## config.mk

```make
export PLATFORM = sky130hd
export DESIGN_NAME = fullALU
export DESIGN_NICKNAME = d
export VERILOG_FILES = /design/src/verilog/aluPkg.sv /design/src/verilog/fullALU.sv /design/src/verilog/conditionCodeLatch.sv /design/src/verilog/aluCore.sv /design/src/verilog/aluOperandSelect.sv
export VERILOG_INCLUDE_DIRS = /design/src /design/src/verilog
export SDC_FILE = /design/constraint.sdc
export NUM_CORES = 1
export LEC_CHECK = 0
export BUFFER_PORTS_ARGS = -buffer_cell sky130_fd_sc_hd__buf_4
export CAP_MARGIN = 30
export CELL_PAD_IN_SITES_DETAIL_PLACEMENT = 1
export CELL_PAD_IN_SITES_GLOBAL_PLACEMENT = 2
export CORE_ASPECT_RATIO = 0.6
export CORE_MARGIN = 1
export CORE_UTILIZATION = 31
export DETAILED_ROUTE_END_ITERATION = 7
export PLACE_DENSITY_LB_ADDON = 0.2
export SLEW_MARGIN = 10
export SYNTH_ARGS = -nofsm -noshare
export SYNTH_HDL_FRONTEND = slang
export SYNTH_HIERARCHICAL = 1
export SYNTH_SLANG_ARGS = --single-unit
export TNS_END_PERCENT = 10
```

## constraint.sdc

```tcl
create_clock -name CLK -period 5.9 [get_ports CLK]
set_input_delay 0.59 -clock CLK [delete_from_list [all_inputs] [get_ports CLK]]
set_output_delay 0.59 -clock CLK [all_outputs]
set_load 0.02 [all_outputs]
```

## src/verilog/alu_defines.svh

```systemverilog
`ifndef ALU_DEFINES_SVH
`define ALU_DEFINES_SVH

// ========================================
// data path
// ========================================
`define ALU_WIDTH 16

// ========================================
// alu operation codes
// ========================================
`define ALU_OP_ADD   4'd0
`define ALU_OP_ADC   4'd1
`define ALU_OP_SUB   4'd2
`define ALU_OP_SBC   4'd3
`define ALU_OP_AND   4'd4
`define ALU_OP_OR    4'd5
`define ALU_OP_XOR   4'd6
`define ALU_OP_NOT   4'd7
`define ALU_OP_SHL   4'd8
`define ALU_OP_SHR   4'd9
`define ALU_OP_ROL   4'd10
`define ALU_OP_ROR   4'd11
`define ALU_OP_PASSA 4'd12
`define ALU_OP_PASSB 4'd13

// ========================================
// operand sources
// ========================================
`define ALUA_SRC_REG    3'd0
`define ALUA_SRC_ZERO   3'd1
`define ALUA_SRC_NIBBLE 3'd2
`define ALUA_SRC_BYTE   3'd3

`define ALUB_SRC_REG    3'd0
`define ALUB_SRC_NIBBLE 3'd1
`define ALUB_SRC_BYTE   3'd2
`define ALUB_SRC_ONE    3'd3
`define ALUB_SRC_BIT    3'd4

// condition code latch modes.
`define CC_MODE_RUN     2'd0
`define CC_MODE_SAVE    2'd1
`define CC_MODE_RESTORE 2'd2
`define CC_MODE_HOLD    2'd3

`endif
```

## src/verilog/aluPkg.sv

```systemverilog
`include "alu_defines.svh"

package aluPkg;

	// ========================================
	// data and control words
	// ========================================
	typedef logic [`ALU_WIDTH-1:0] aluWord_t;

	typedef logic [3:0] aluOp_t;

	typedef logic [2:0] srcSel_t;

	typedef logic [1:0] ccMode_t;

	// ========================================
	// condition flags
	// ========================================
	typedef struct packed {
		logic zero;
		logic carry;
		logic sign;
		logic parity;
	} ccFlags_t;

	// ========================================
	// instruction argument field
	// ========================================
	typedef struct packed {
		logic [3:0] high; // argA.
		logic [3:0] low;  // argB.
	} argNibbles_t;

	// same 8 bits seen as one byte or two nibbles.
	typedef union packed {
		logic [7:0]  imm;
		argNibbles_t nib;
	} argField_t;

endpackage

```

## src/verilog/fullALU.sv

```systemverilog
`timescale 1ns/1ps

module fullALU (
	input  logic             CLK,
	input  logic             reset,
	input  aluPkg::aluWord_t regAData,
	input  aluPkg::aluWord_t regBData,
	input  aluPkg::aluOp_t   aluOp,
	input  aluPkg::srcSel_t  aluASrc,
	input  aluPkg::srcSel_t  aluBSrc,
	input  logic [3:0]       argA,
	input  logic [3:0]       argB,
	input  logic             b5,
	input  logic             ccLoad,
	input  logic             ccEnR,
	input  logic             ccEn0,
	input  logic             ccEn1,
	input  aluPkg::ccMode_t  ccMode,
	output aluPkg::aluWord_t aluResult,
	output logic             ccZero,
	output logic             ccCarry,
	output logic             ccSign,
	output logic             ccParity,
	output aluPkg::aluWord_t aluAData,
	output aluPkg::aluWord_t aluBData
);

	import aluPkg::*;

	ccFlags_t nextFlags;
	ccFlags_t ccFlags;

	// ========================================
	// operand selection
	// ========================================
	aluOperandSelect i_aluOperandSelect (
		.regAData (regAData),
		.regBData (regBData),
		.aluASrc  (aluASrc),
		.aluBSrc  (aluBSrc),
		.argA     (argA),
		.argB     (argB),
		.b5       (b5),
		.aluAData (aluAData),
		.aluBData (aluBData)
	);

	// ========================================
	// alu and flag latch
	// ========================================
	aluCore i_aluCore (
		.aluAData  (aluAData),
		.aluBData  (aluBData),
		.aluOp     (aluOp),
		.carryIn   (ccFlags.carry), // latched carry for adc/sbc/rotates.
		.aluResult (aluResult),
		.nextFlags (nextFlags)
	);

	conditionCodeLatch i_conditionCodeLatch (
		.CLK       (CLK),
		.reset     (reset),
		.ccLoad    (ccLoad),
		.ccEnR     (ccEnR),
		.ccEn0     (ccEn0),
		.ccEn1     (ccEn1),
		.ccMode    (ccMode),
		.nextFlags (nextFlags),
		.ccFlags   (ccFlags)
	);

	assign ccZero   = ccFlags.zero;
	assign ccCarry  = ccFlags.carry;
	assign ccSign   = ccFlags.sign;
	assign ccParity = ccFlags.parity;

endmodule

```

## src/verilog/conditionCodeLatch.sv

```systemverilog
`timescale 1ns/1ps
`include "alu_defines.svh"

module conditionCodeLatch (
	input  logic             CLK,
	input  logic             reset,
	input  logic             ccLoad,
	input  logic             ccEnR,
	input  logic             ccEn0,
	input  logic             ccEn1,
	input  aluPkg::ccMode_t  ccMode,
	input  aluPkg::ccFlags_t nextFlags,
	output aluPkg::ccFlags_t ccFlags
);

	import aluPkg::*;

	ccFlags_t flagReg;
	ccFlags_t shadowReg;
	logic     loadActive;
	logic     doSave;
	logic     doRestore;

	// ========================================
	// mode decode
	// ========================================
	assign loadActive = ccLoad && (ccMode != `CC_MODE_HOLD); // hold blocks everything.
	assign doSave     = loadActive && (ccMode == `CC_MODE_SAVE);
	assign doRestore  = loadActive && (ccMode == `CC_MODE_RESTORE);

	// ========================================
	// flag register
	// ========================================
	always_ff @(posedge CLK) begin
		if (reset) begin
			flagReg <= '0;
		end else if (doRestore) begin
			flagReg <= shadowReg; // restore wins.
		end else if (loadActive) begin
			if (ccEnR) begin
				flagReg <= nextFlags;
			end else if (ccEn0) begin
				flagReg <= '0;
			end else if (ccEn1) begin
				flagReg <= '1;
			end
		end
	end

	// shadow copy.
	always_ff @(posedge CLK) begin
		if (reset) begin
			shadowReg <= '0;
		end else if (doSave) begin
			shadowReg <= flagReg; // old flags, not the new load.
		end
	end

	assign ccFlags = flagReg;

endmodule

```

## src/verilog/aluCore.sv

```systemverilog
`timescale 1ns/1ps
`include "alu_defines.svh"

module aluCore (
	input  aluPkg::aluWord_t aluAData,
	input  aluPkg::aluWord_t aluBData,
	input  aluPkg::aluOp_t   aluOp,
	input  logic             carryIn,
	output aluPkg::aluWord_t aluResult,
	output aluPkg::ccFlags_t nextFlags
);

	import aluPkg::*;

	logic [`ALU_WIDTH:0] sumFull;
	logic [`ALU_WIDTH:0] diffFull;
	logic                addCarry;
	logic                subBorrow;
	aluWord_t            result;
	logic                carryOut;

	// ========================================
	// arithmetic
	// ========================================
	// adc and sbc pull in the latched carry.
	assign addCarry  = (aluOp == `ALU_OP_ADC) ? carryIn : 1'b0;
	assign subBorrow = (aluOp == `ALU_OP_SBC) ? carryIn : 1'b0;

	assign sumFull  = {1'b0, aluAData} + {1'b0, aluBData} + addCarry;
	assign diffFull = {1'b0, aluAData} - {1'b0, aluBData} - subBorrow;

	// ========================================
	// result and carry select
	// ========================================
	always_comb begin
		result   = aluAData;
		carryOut = 1'b0;
		case (aluOp)
			`ALU_OP_ADD,
			`ALU_OP_ADC: begin
				result   = sumFull[`ALU_WIDTH-1:0];
				carryOut = sumFull[`ALU_WIDTH];
			end
			`ALU_OP_SUB,
			`ALU_OP_SBC: begin
				result   = diffFull[`ALU_WIDTH-1:0];
				carryOut = diffFull[`ALU_WIDTH]; // borrow.
			end
			`ALU_OP_AND: result = aluAData & aluBData;
			`ALU_OP_OR:  result = aluAData | aluBData;
			`ALU_OP_XOR: result = aluAData ^ aluBData;
			`ALU_OP_NOT: result = ~aluAData;
			`ALU_OP_SHL: begin
				result   = {aluAData[`ALU_WIDTH-2:0], 1'b0};
				carryOut = aluAData[`ALU_WIDTH-1];
			end
			`ALU_OP_SHR: begin
				result   = {1'b0, aluAData[`ALU_WIDTH-1:1]};
				carryOut = aluAData[0];
			end
			`ALU_OP_ROL: begin
				result   = {aluAData[`ALU_WIDTH-2:0], carryIn}; // through carry.
				carryOut = aluAData[`ALU_WIDTH-1];
			end
			`ALU_OP_ROR: begin
				result   = {carryIn, aluAData[`ALU_WIDTH-1:1]};
				carryOut = aluAData[0];
			end
			`ALU_OP_PASSA: result = aluAData;
			`ALU_OP_PASSB: result = aluBData;
			default:       result = aluAData; // spare codes.
		endcase
	end

	// ========================================
	// flags
	// ========================================
	assign aluResult = result;

	assign nextFlags.zero   = (result == '0);
	assign nextFlags.carry  = carryOut;
	assign nextFlags.sign   = result[`ALU_WIDTH-1];
	assign nextFlags.parity = ^result;

endmodule

```

## src/verilog/aluOperandSelect.sv

```systemverilog
`timescale 1ns/1ps
`include "alu_defines.svh"

module aluOperandSelect (
	input  aluPkg::aluWord_t regAData,
	input  aluPkg::aluWord_t regBData,
	input  aluPkg::srcSel_t  aluASrc,
	input  aluPkg::srcSel_t  aluBSrc,
	input  logic [3:0]       argA,
	input  logic [3:0]       argB,
	input  logic             b5,
	output aluPkg::aluWord_t aluAData,
	output aluPkg::aluWord_t aluBData
);

	import aluPkg::*;

	argField_t argField;
	aluWord_t  nibbleA;
	aluWord_t  nibbleB;
	aluWord_t  byteImm;
	aluWord_t  bitMask;

	// ========================================
	// immediate decode
	// ========================================
	assign argField.nib.high = argA;
	assign argField.nib.low  = argB;

	assign nibbleA = {{(`ALU_WIDTH-4){1'b0}}, argField.nib.high};
	assign nibbleB = {{(`ALU_WIDTH-4){1'b0}}, argField.nib.low};

	// b5 selects signed byte.
	assign byteImm = {{(`ALU_WIDTH-8){b5 & argField.imm[7]}}, argField.imm};

	assign bitMask = aluWord_t'(1) << argB; // single bit for test/set.

	// ========================================
	// operand muxes
	// ========================================
	always_comb begin
		case (aluASrc)
			`ALUA_SRC_REG:    aluAData = regAData;
			`ALUA_SRC_ZERO:   aluAData = '0;
			`ALUA_SRC_NIBBLE: aluAData = nibbleA;
			`ALUA_SRC_BYTE:   aluAData = byteImm;
			default:          aluAData = '0;
		endcase
	end

	always_comb begin
		case (aluBSrc)
			`ALUB_SRC_REG:    aluBData = regBData;
			`ALUB_SRC_NIBBLE: aluBData = nibbleB;
			`ALUB_SRC_BYTE:   aluBData = byteImm;
			`ALUB_SRC_ONE:    aluBData = aluWord_t'(1); // increment/decrement.
			`ALUB_SRC_BIT:    aluBData = bitMask;
			default:          aluBData = '0;
		endcase
	end

endmodule

```

== Word level (Yosys, flattened, before mapping) ==
Cells that the tools add are included.

* $add $sub $neg: 4
* Equal/unequal tests: 21
* Shift operators: 1
* Mux-type cells: 11
* Bitwise logic cells: 5
* Reductions and logical operators: 15

{| class="wikitable"
|+ Operators with widths
! kind !! count
|-
| $pmux 16 s11 || 1
|-
| $pmux 16 s5 || 1
|-
| $pmux 16 s3 || 1
|-
| $eq 4x4->1 const B || 5
|-
| $mux 4 || 5
|-
| $add 16x16->17 || 1
|-
| $add 17x1->17 || 1
|-
| $sub 16x16->17 || 1
|-
| $sub 17x1->17 || 1
|-
| $and 16x16->16 || 1
|-
| $eq 4x3->1 const B || 4
|-
| $logic_not 16->1 || 1
|-
| $not 16->16 || 1
|-
| $or 16x16->16 || 1
|-
| $reduce_xor 16->1 || 1
|-
| $shl 1x4->16 const A || 1
|-
| $xor 16x16->16 || 1
|-
| $eq 3x2->1 const B || 4
|-
| $eq 4x2->1 const B || 2
|-
| $reduce_or 2->1 || 4
|-
| $logic_not 3->1 || 2
|-
| $eq 4x1->1 const B || 1
|-
| $logic_not 4->1 || 1
|-
| $pmux 1 s4 || 1
|-
| 11 further kinds || 14
|}

* Register bits: 8
* Input port bits: 59
* Output and inout port bits: 52

== Longest topological paths before layout ==
Gate-level depths: netlist of the first run.

* Depth in word-level cells: 9
* Gate-level depth with buffers: 21
* Mapped depth without buffers: 20

== Modules after synthesis ==
Netlist of the first run, hierarchy kept.

{| class="wikitable"
|+ By module, submodules not included
! module !! times used !! cells an instance !! area each (µm²) !! seq. area each (µm²)
|-
| aluCore || 1 || 567 || 3789.9 || 0.0
|-
| aluOperandSelect || 1 || 80 || 578.1 || 0.0
|-
| conditionCodeLatch || 1 || 41 || 372.9 || 160.2
|}

== Worst setup path before layout of the first run ==
Ideal clock, no wire load.

* Path type: input to register
* From: input argB[3]
* To: register i_conditionCodeLatch.flagReg (netlist bit i_conditionCodeLatch/ccFlags[0])
* Setup time: 0.129 ns
* Arrival: 5.255 ns
* Path slack: 0.516 ns
* Stages: 20
* Path buffers: 0
* Cell sequence: nor4b_2 > nand2b_1 > o32ai_1 > inv_1 > fa_1 > inv_1 > ha_1 > o211ai_1 > nand3_1 > a21o_1 > a41oi_2 > o21ai_1 > mux2_4 > o32ai_1 > ha_1 > xor2_1 > xnor2_1 > xnor2_1 > a211oi_1 > o32ai_1

{| class="wikitable"
|+ RTL lines
! what !! RTL line !! RTL
|-
| from (decl) || fullALU.sv:12 || <nowiki>input logic [3:0] argB,</nowiki>
|-
| to (signal assigned) || conditionCodeLatch.sv:38 || <nowiki>flagReg <= shadowReg;</nowiki>
|-
| to (signal assigned) || conditionCodeLatch.sv:41 || <nowiki>flagReg <= nextFlags;</nowiki>
|-
| to (decl) || conditionCodeLatch.sv:18 || <nowiki>ccFlags_t flagReg;</nowiki>
|}

==> results.cfg, run 1 <==
[detailed_routing]
route.met3.wl_mm = 2.79
drc = 0
routed.top_layer = met4
ant_nets = 0
wl_per_cell_um = 23.4
vias = 5966
vias_per_cell = 6.03
first_pass_iters = 5
met2WireLength_mm = 8.73
drt_wl_total_mm = 23.1
wl_met1_mm = 11.2
drt_iter0_drc = 598

[cts]
worstSkewPairLatency_ns = 0.23
ctsHtreeMaxLevel = 1
post_cts_buffers = 0
cts_tree = done
ctsLongestPathBuffers = 2
clk_pin_slew_ns = 0.04
cts_buffers = 3
cts-resized-gates = 0
clock_sinks = 8
clock-root-buffer = clkbuf_16
postCtsHoldBufs = 0

[power]
power.total_uw = 861
leakage_uw = 0.00264
power_density_nw_per_um2 = 145
peakVddDrop_v = 0.000108

[die]
start_util = 0.322
fp-row-count = 34
dieArea_sq_um = 15800
core_area_sq_um = 14700
die_h_um = 97.8
ios = 111
die_w_um = 162

[yosys]
seq_area_frac_synth = 0.0338
async_flop_share = 0
yosys.cell_types.count = 82
muxShareOfSynthArea = 0.0406
synth-seq-cells = 8
netlist.area_leader.share = 0.185
yosys_warnings = 6
syn_area_per_cell_sq_um = 6.89
synth_compound_area_frac = 0.390
syn_nets = 821
ys_dominant_reg_cell = dfxtp_1
synth_simple_gate_area_frac = 0.204
synth.largest_area_cell = ha_1
syn_inst = 688
synth.area.top_cells = ha_1 18%, o21ai_0 6.3%, nor2_1 5.3%
syn-cell-area_sq_um = 4740
synth_top_family_by_area = compound AO/OA/AOI/OAI gates
synth-adder-area-share = 0.202
synth_enable_flop_cells = 0
synth_xor_area_frac = 0.0443

[critical_path]
cp_cell_sequence = buf_4 > nor3b_2 > and3_1 > a221o_1 > inv_1 > ha_1 > ha_1 > a21oi_1 > o21ai_0 > a41oi_2 > o21ai_1 > mux2_4 > o32ai_1 > ha_1 > xor2_1 > xnor2_1 > xnor2_1 > a211oi_1 > o32ai_1
critPathArrivalTime_ns = 5.46
crit_buf_inv = 2
max_stage_delay_ns = 0.47
start_kind = primary input
cp_common_cell = ha_1
critical_path_depth = 19
critPathTopFamily = compound AO/OA/AOI/OAI gates
r2r_cells = 17
end_kind = register
path_max_fanout = 8
worstPathRequired_ns = 6.00
critPathSlowestCell = ha_1
criticalPathCategory = in2reg

[run_status]
status = complete, no violations

[timing]
setup_viol = 0
setup_ws_ns = 0.539
post-route-period-util = 0.909
hold_viol_final = 0
rsz0062_at_grt = no
slew_violations = 0
fmax_mhz = 187
finalCriticalPeriod_ns = 5.36
fin_skew_ns = 0.00228
setup_tns_ns = 0
tightest_slew_ns = 1.01
maxSlewHeadroom = 0.326

[global_routing]
grt_use_total = 0.287
grt_pass1_wl_mm = 35.3
grt_max_degree = 57
grt.overflow.total = 0
antenna_found_initial = 0
grt_pass1_vias = 5880

[placement]
gp_congestion = 0.972
placed_area_sq_um = 5860
dp_hpwl_mm = 18.9
dp_slack_ns = 0.403
port_buffers = 110

[layout]
final_area_sq_um = 5930
num_antenna_cells = 0
areaGrowthSynthToFinish_pct = 25.2
nFillCells = 1877
finalNetCount = 927
drive_gt1_frac = 0.213

[worst_hold_path]
worstHoldPathType = reg2reg
hold_depth = 2

[run]
max_cap_viol_count = 0
## through the flow
stage,instances,hold slack [ns],utilization
2_1_floorplan,688,0.465,-
3_3_place_gp,986,0.479,0.397
3_5_place_dp,987,0.498,0.398
4_1_cts,990,0.504,0.403
5_1_grt,990,0.531,0.403
6_report,990,0.512,0.403
## report_power, final
| group | switching [uW] | internal (uW) | leakage [uW] | total [uW] |
|---|---|---|---|---|
| logic | 404 | 280 | 0.00254 | 683 |
| registers | 3.60 | 57.7 | 0.0000650 | 61.3 |
| clock network | 28.3 | 87.6 | 0.0000370 | 116 |
## Yosys cell counts, types with 12 or more instances
master and count:
a21o_1 13, a21oi_1 45, a221o_1 12, a22oi_1 19
clkbuf_1 18, ha_1 70, inv_1 61, nand2_1 53
nand3_1 12, nor2_1 67, o21ai_0 60, o32ai_1 12
xnor2_1 16
## final timing paths
check,start,to,slack (ns)
worst max-delay path,aluBSrc[0],i_conditionCodeLatch/ccFlags[0]$_SDFFE_PP0P_,0.54
worst min-delay path,i_conditionCodeLatch/ccFlags[0]$_SDFFE_PP0P_,i_conditionCodeLatch/ccFlags[0]$_SDFFE_PP0P_,0.51
worst max register to register,i_conditionCodeLatch/ccFlags[2]$_SDFFE_PP0P_,i_conditionCodeLatch/ccFlags[0]$_SDFFE_PP0P_,1.53
worst min register to register,i_conditionCodeLatch/ccFlags[0]$_SDFFE_PP0P_,i_conditionCodeLatch/ccFlags[0]$_SDFFE_PP0P_,0.51
## placed cells by master, fill, tap and decap left out, types with 5 or more instances in the layout
master	instances
nor2b_1	9
a221o_1	12
a221oi_1	6
o211ai_1	9
o221ai_1	5
inv_1	61
a211oi_1	11
ha_1	70
o32ai_1	12
o21a_1	10
dfxtp_1	8
o21ai_0	60
a21o_1	13
o21ai_1	7
xor2_1	8
a21oi_1	45
nand2_1	53
buf_4	137
nor2_1	67
nor3_1	8
mux2_2	5
nand4_1	6
mux2i_1	11
xnor2_1	16
o22ai_1	10
and2_1	6
nand2b_1	8
a22oi_1	19
nand3_1	12
## sequential cells by signal (all words and copies together) (netlist names)
name,count
i_conditionCodeLatch/ccFlags,4
i_conditionCodeLatch/shadowReg,4
## cell families (layout without fill, tap and decap cells)
group           after synthesis  in the layout
flops                         8              8
simple gates                198            198
fa+ha+maj                    74             74
buf+inv                     100            204
mux                          18             18
xor+xnor                     24             24
compound gates              266            266
## final cells by class
| class | instances | area [sq um] | area share |
|---|---|---|---|
| clock buffers | 3 | 75.1 | 0.0127 |
| inverters | 63 | 236 | 0.0398 |
| multi-input cells | 580 | 4180 | 0.704 |
| flip-flops and latches | 8 | 160 | 0.0270 |
| well taps | 198 | 248 | 0.0417 |
| repair buffers | 138 | 1040 | 0.175 |
## worst min-delay path: stages (launching register included)
cell and delay [ns]:
dfxtp_1 0.32, nand2_1 0.07, o32ai_1 0.07
## routing by layer
metal,GRT usage,vias up
met3,0.0748,39
met1,0.442,2863
met2,0.397,312
met4,0.0443,0
li1,-,2752
met5,0,-
Power figures use the tool's default switching activity.
==> run 2: changes to the inputs <==
- CORE_UTILIZATION: 31 -> 30
==> run 2 against run 1 <==
- setup slack lost 0.0048 ns
- sequential share of layout area about the same
- flip-flop and latch count is the same
==> results.cfg, run 2 (same netlist as run 1, synthesis figures left out) <==
[run_status]
status = complete, no violations

[power]
power_density_nw_per_um2 = 146
switchingPower_uw = 440
power.total_uw = 865
power.share.sequential = 0.071
peakVddDrop_v = 0.000141
clkPwrFrac = 0.133
switching_share = 0.509
leakage_uw = 0.00262
intPower_uw = 424
combPwrFrac = 0.796

[critical_path]
crit_buf_inv = 2
worstPathRequired_ns = 6.00
critPathTopFamily = compound AO/OA/AOI/OAI gates
regToRegStartpoint = i_conditionCodeLatch/ccFlags[2]$_SDFFE_PP0P_
criticalPathCategory = in2reg
critPathSlowestCell = o32ai_1
r2r_slack_ns = 1.41
start_kind = primary input
critPathArrivalTime_ns = 5.47
r2r_cells = 17
cp_cell_sequence = buf_4 > nor2_1 > a22oi_1 > nor2_1 > inv_1 > fa_1 > fa_1 > nor2b_1 > o31a_1 > o21ai_1 > a21oi_1 > xnor2_1 > nor2_1 > o32ai_1 > ha_1 > xnor2_1 > xnor2_1 > xnor2_1 > a211oi_1 > o32ai_1
max_stage_delay_ns = 0.53
end_kind = register
path_max_fanout = 8
cp_common_cell = xnor2_1
r2r-end = i_conditionCodeLatch/ccFlags[0]$_SDFFE_PP0P_

[placement]
dp_hpwl_mm = 19.0
dp_slack_ns = 0.409
gp_congestion = 0.954
port_buffers = 110
placed_area_sq_um = 5830

[worst_hold_path]
hp-start = i_conditionCodeLatch/ccFlags[1]$_SDFFE_PP0P_
holdPathEnd = i_conditionCodeLatch/ccFlags[1]$_SDFFE_PP0P_
worstHoldPathType = reg2reg
hold_depth = 2

[die]
die_w_um = 164
dieArea_sq_um = 16300
start_util = 0.308
die_h_um = 99.4
ios = 111
fp-row-count = 35
core_area_sq_um = 15400

[detailed_routing]
wl_met1_mm = 12.4
vias_per_cell = 5.97
drt_wl_total_mm = 23.6
vias = 5922
met2WireLength_mm = 9.44
ant_nets = 0
first_pass_iters = 5
drc = 0
drt_iter0_drc = 438
wl_per_cell_um = 23.8
routed.top_layer = met4
route.met3.wl_mm = 1.50

[layout]
finalNetCount = 924
drive_gt1_frac = 0.209
num_antenna_cells = 0
mostFrequentLayoutCell = buf_4
layout.cells.most_common_list = 135 x buf_4, 70 x ha_1, 67 x nor2_1
areaGrowthSynthToFinish_pct = 24.7
final_area_sq_um = 5910
nFillCells = 1941

[timing]
finalCriticalPeriod_ns = 5.37
rsz0062_at_grt = no
post-route-period-util = 0.909
setup_ws_ns = 0.534
hold_ws_ns = 0.503
setup_viol = 0
fmax_mhz = 186
hold_viol_final = 0
fin_skew_ns = 0.00395
tightest_slew_ns = 0.787
maxSlewHeadroom = 0.474
setup_tns_ns = 0
slew_violations = 0

[global_routing]
grt_max_degree = 49
grt_pass1_wl_mm = 35.4
grt_pass1_vias = 5769
antenna_found_initial = 0
grt_use_total = 0.286
grt.overflow.total = 0

[run]
max_cap_viol_count = 0

[cts]
postCtsHoldBufs = 0
cts_buffers = 3
cts-resized-gates = 0
clk_pin_slew_ns = 0.04
worstSkewPairLatency_ns = 0.23
ctsHtreeMaxLevel = 1
clock-root-buffer = clkbuf_16
ctsLongestPathBuffers = 2
cts_tree = done
post_cts_buffers = 0
clock_sinks = 8
==> run 2: changes by cell type in the layout (fill, tap and decap cells not counted), sizes merged <==
cell / change
buf: -3
==> run 2: tightest hold or removal path: cells and delay by family, from the launching register on <==
kind             cells  cell delay, ns
flip-flops           1            0.31
AO/OA/AOI/OAI        1            0.07
AND/OR/NAND/NOR      1            0.06
==> run 2: worst max path at each step <==
stage / from / end / slack, ns / cells past startpoint
finish: aluASrc[1] / i_conditionCodeLatch/ccFlags[0]$_SDFFE_PP0P_ / 0.53 / 20
global route: aluASrc[1] / i_conditionCodeLatch/ccFlags[0]$_SDFFE_PP0P_ / 0.33 / 20
CTS: argB[3] / i_conditionCodeLatch/ccFlags[0]$_SDFFE_PP0P_ / 0.63 / 21
detailed placement: argB[3] / i_conditionCodeLatch/ccFlags[0]$_SDFFE_PP0P_ / 0.41 / 21
global placement: argB[3] / i_conditionCodeLatch/ccFlags[0]$_SDFFE_PP0P_ / 0.56 / 21
floorplan: argB[3] / i_conditionCodeLatch/ccFlags[0]$_SDFFE_PP0P_ / 0.52 / 20
==> run 2: layout make-up <==
cell class	instances	area (sq um)	area share
clock buffers	3	75.1	0.0127
multi-input cells	580	4170	0.706
inverters	63	236	0.0400
flip-flops and latches	8	160	0.0271
well taps	203	254	0.0430
repair buffers	135	1010	0.171
==> run 2: metrics by stage <==
stage,util,instances
CTS,0.384,991
floorplan,-,688
global route,0.385,992
detailed placement,0.379,988
global placement,0.379,988
finish,0.385,992
==> run 2: metal layers <==
layer / up-vias / GRT usage
met3: 21 / 0.0342
met4: 0 / 0.0349
met5: - / 0
met2: 206 / 0.406
met1: 2946 / 0.457
li1: 2749 / -
==> run 2: power by group through the flow <==
stage,clock network [uW],logic [uW],registers (uW)
final,115,689,61.2
after CTS,116,677,61.3
after floorplan,0,435,64.3
after detailed placement,0,673,62.1
after global placement,0,659,62.0
after global routing,121,739,61.5
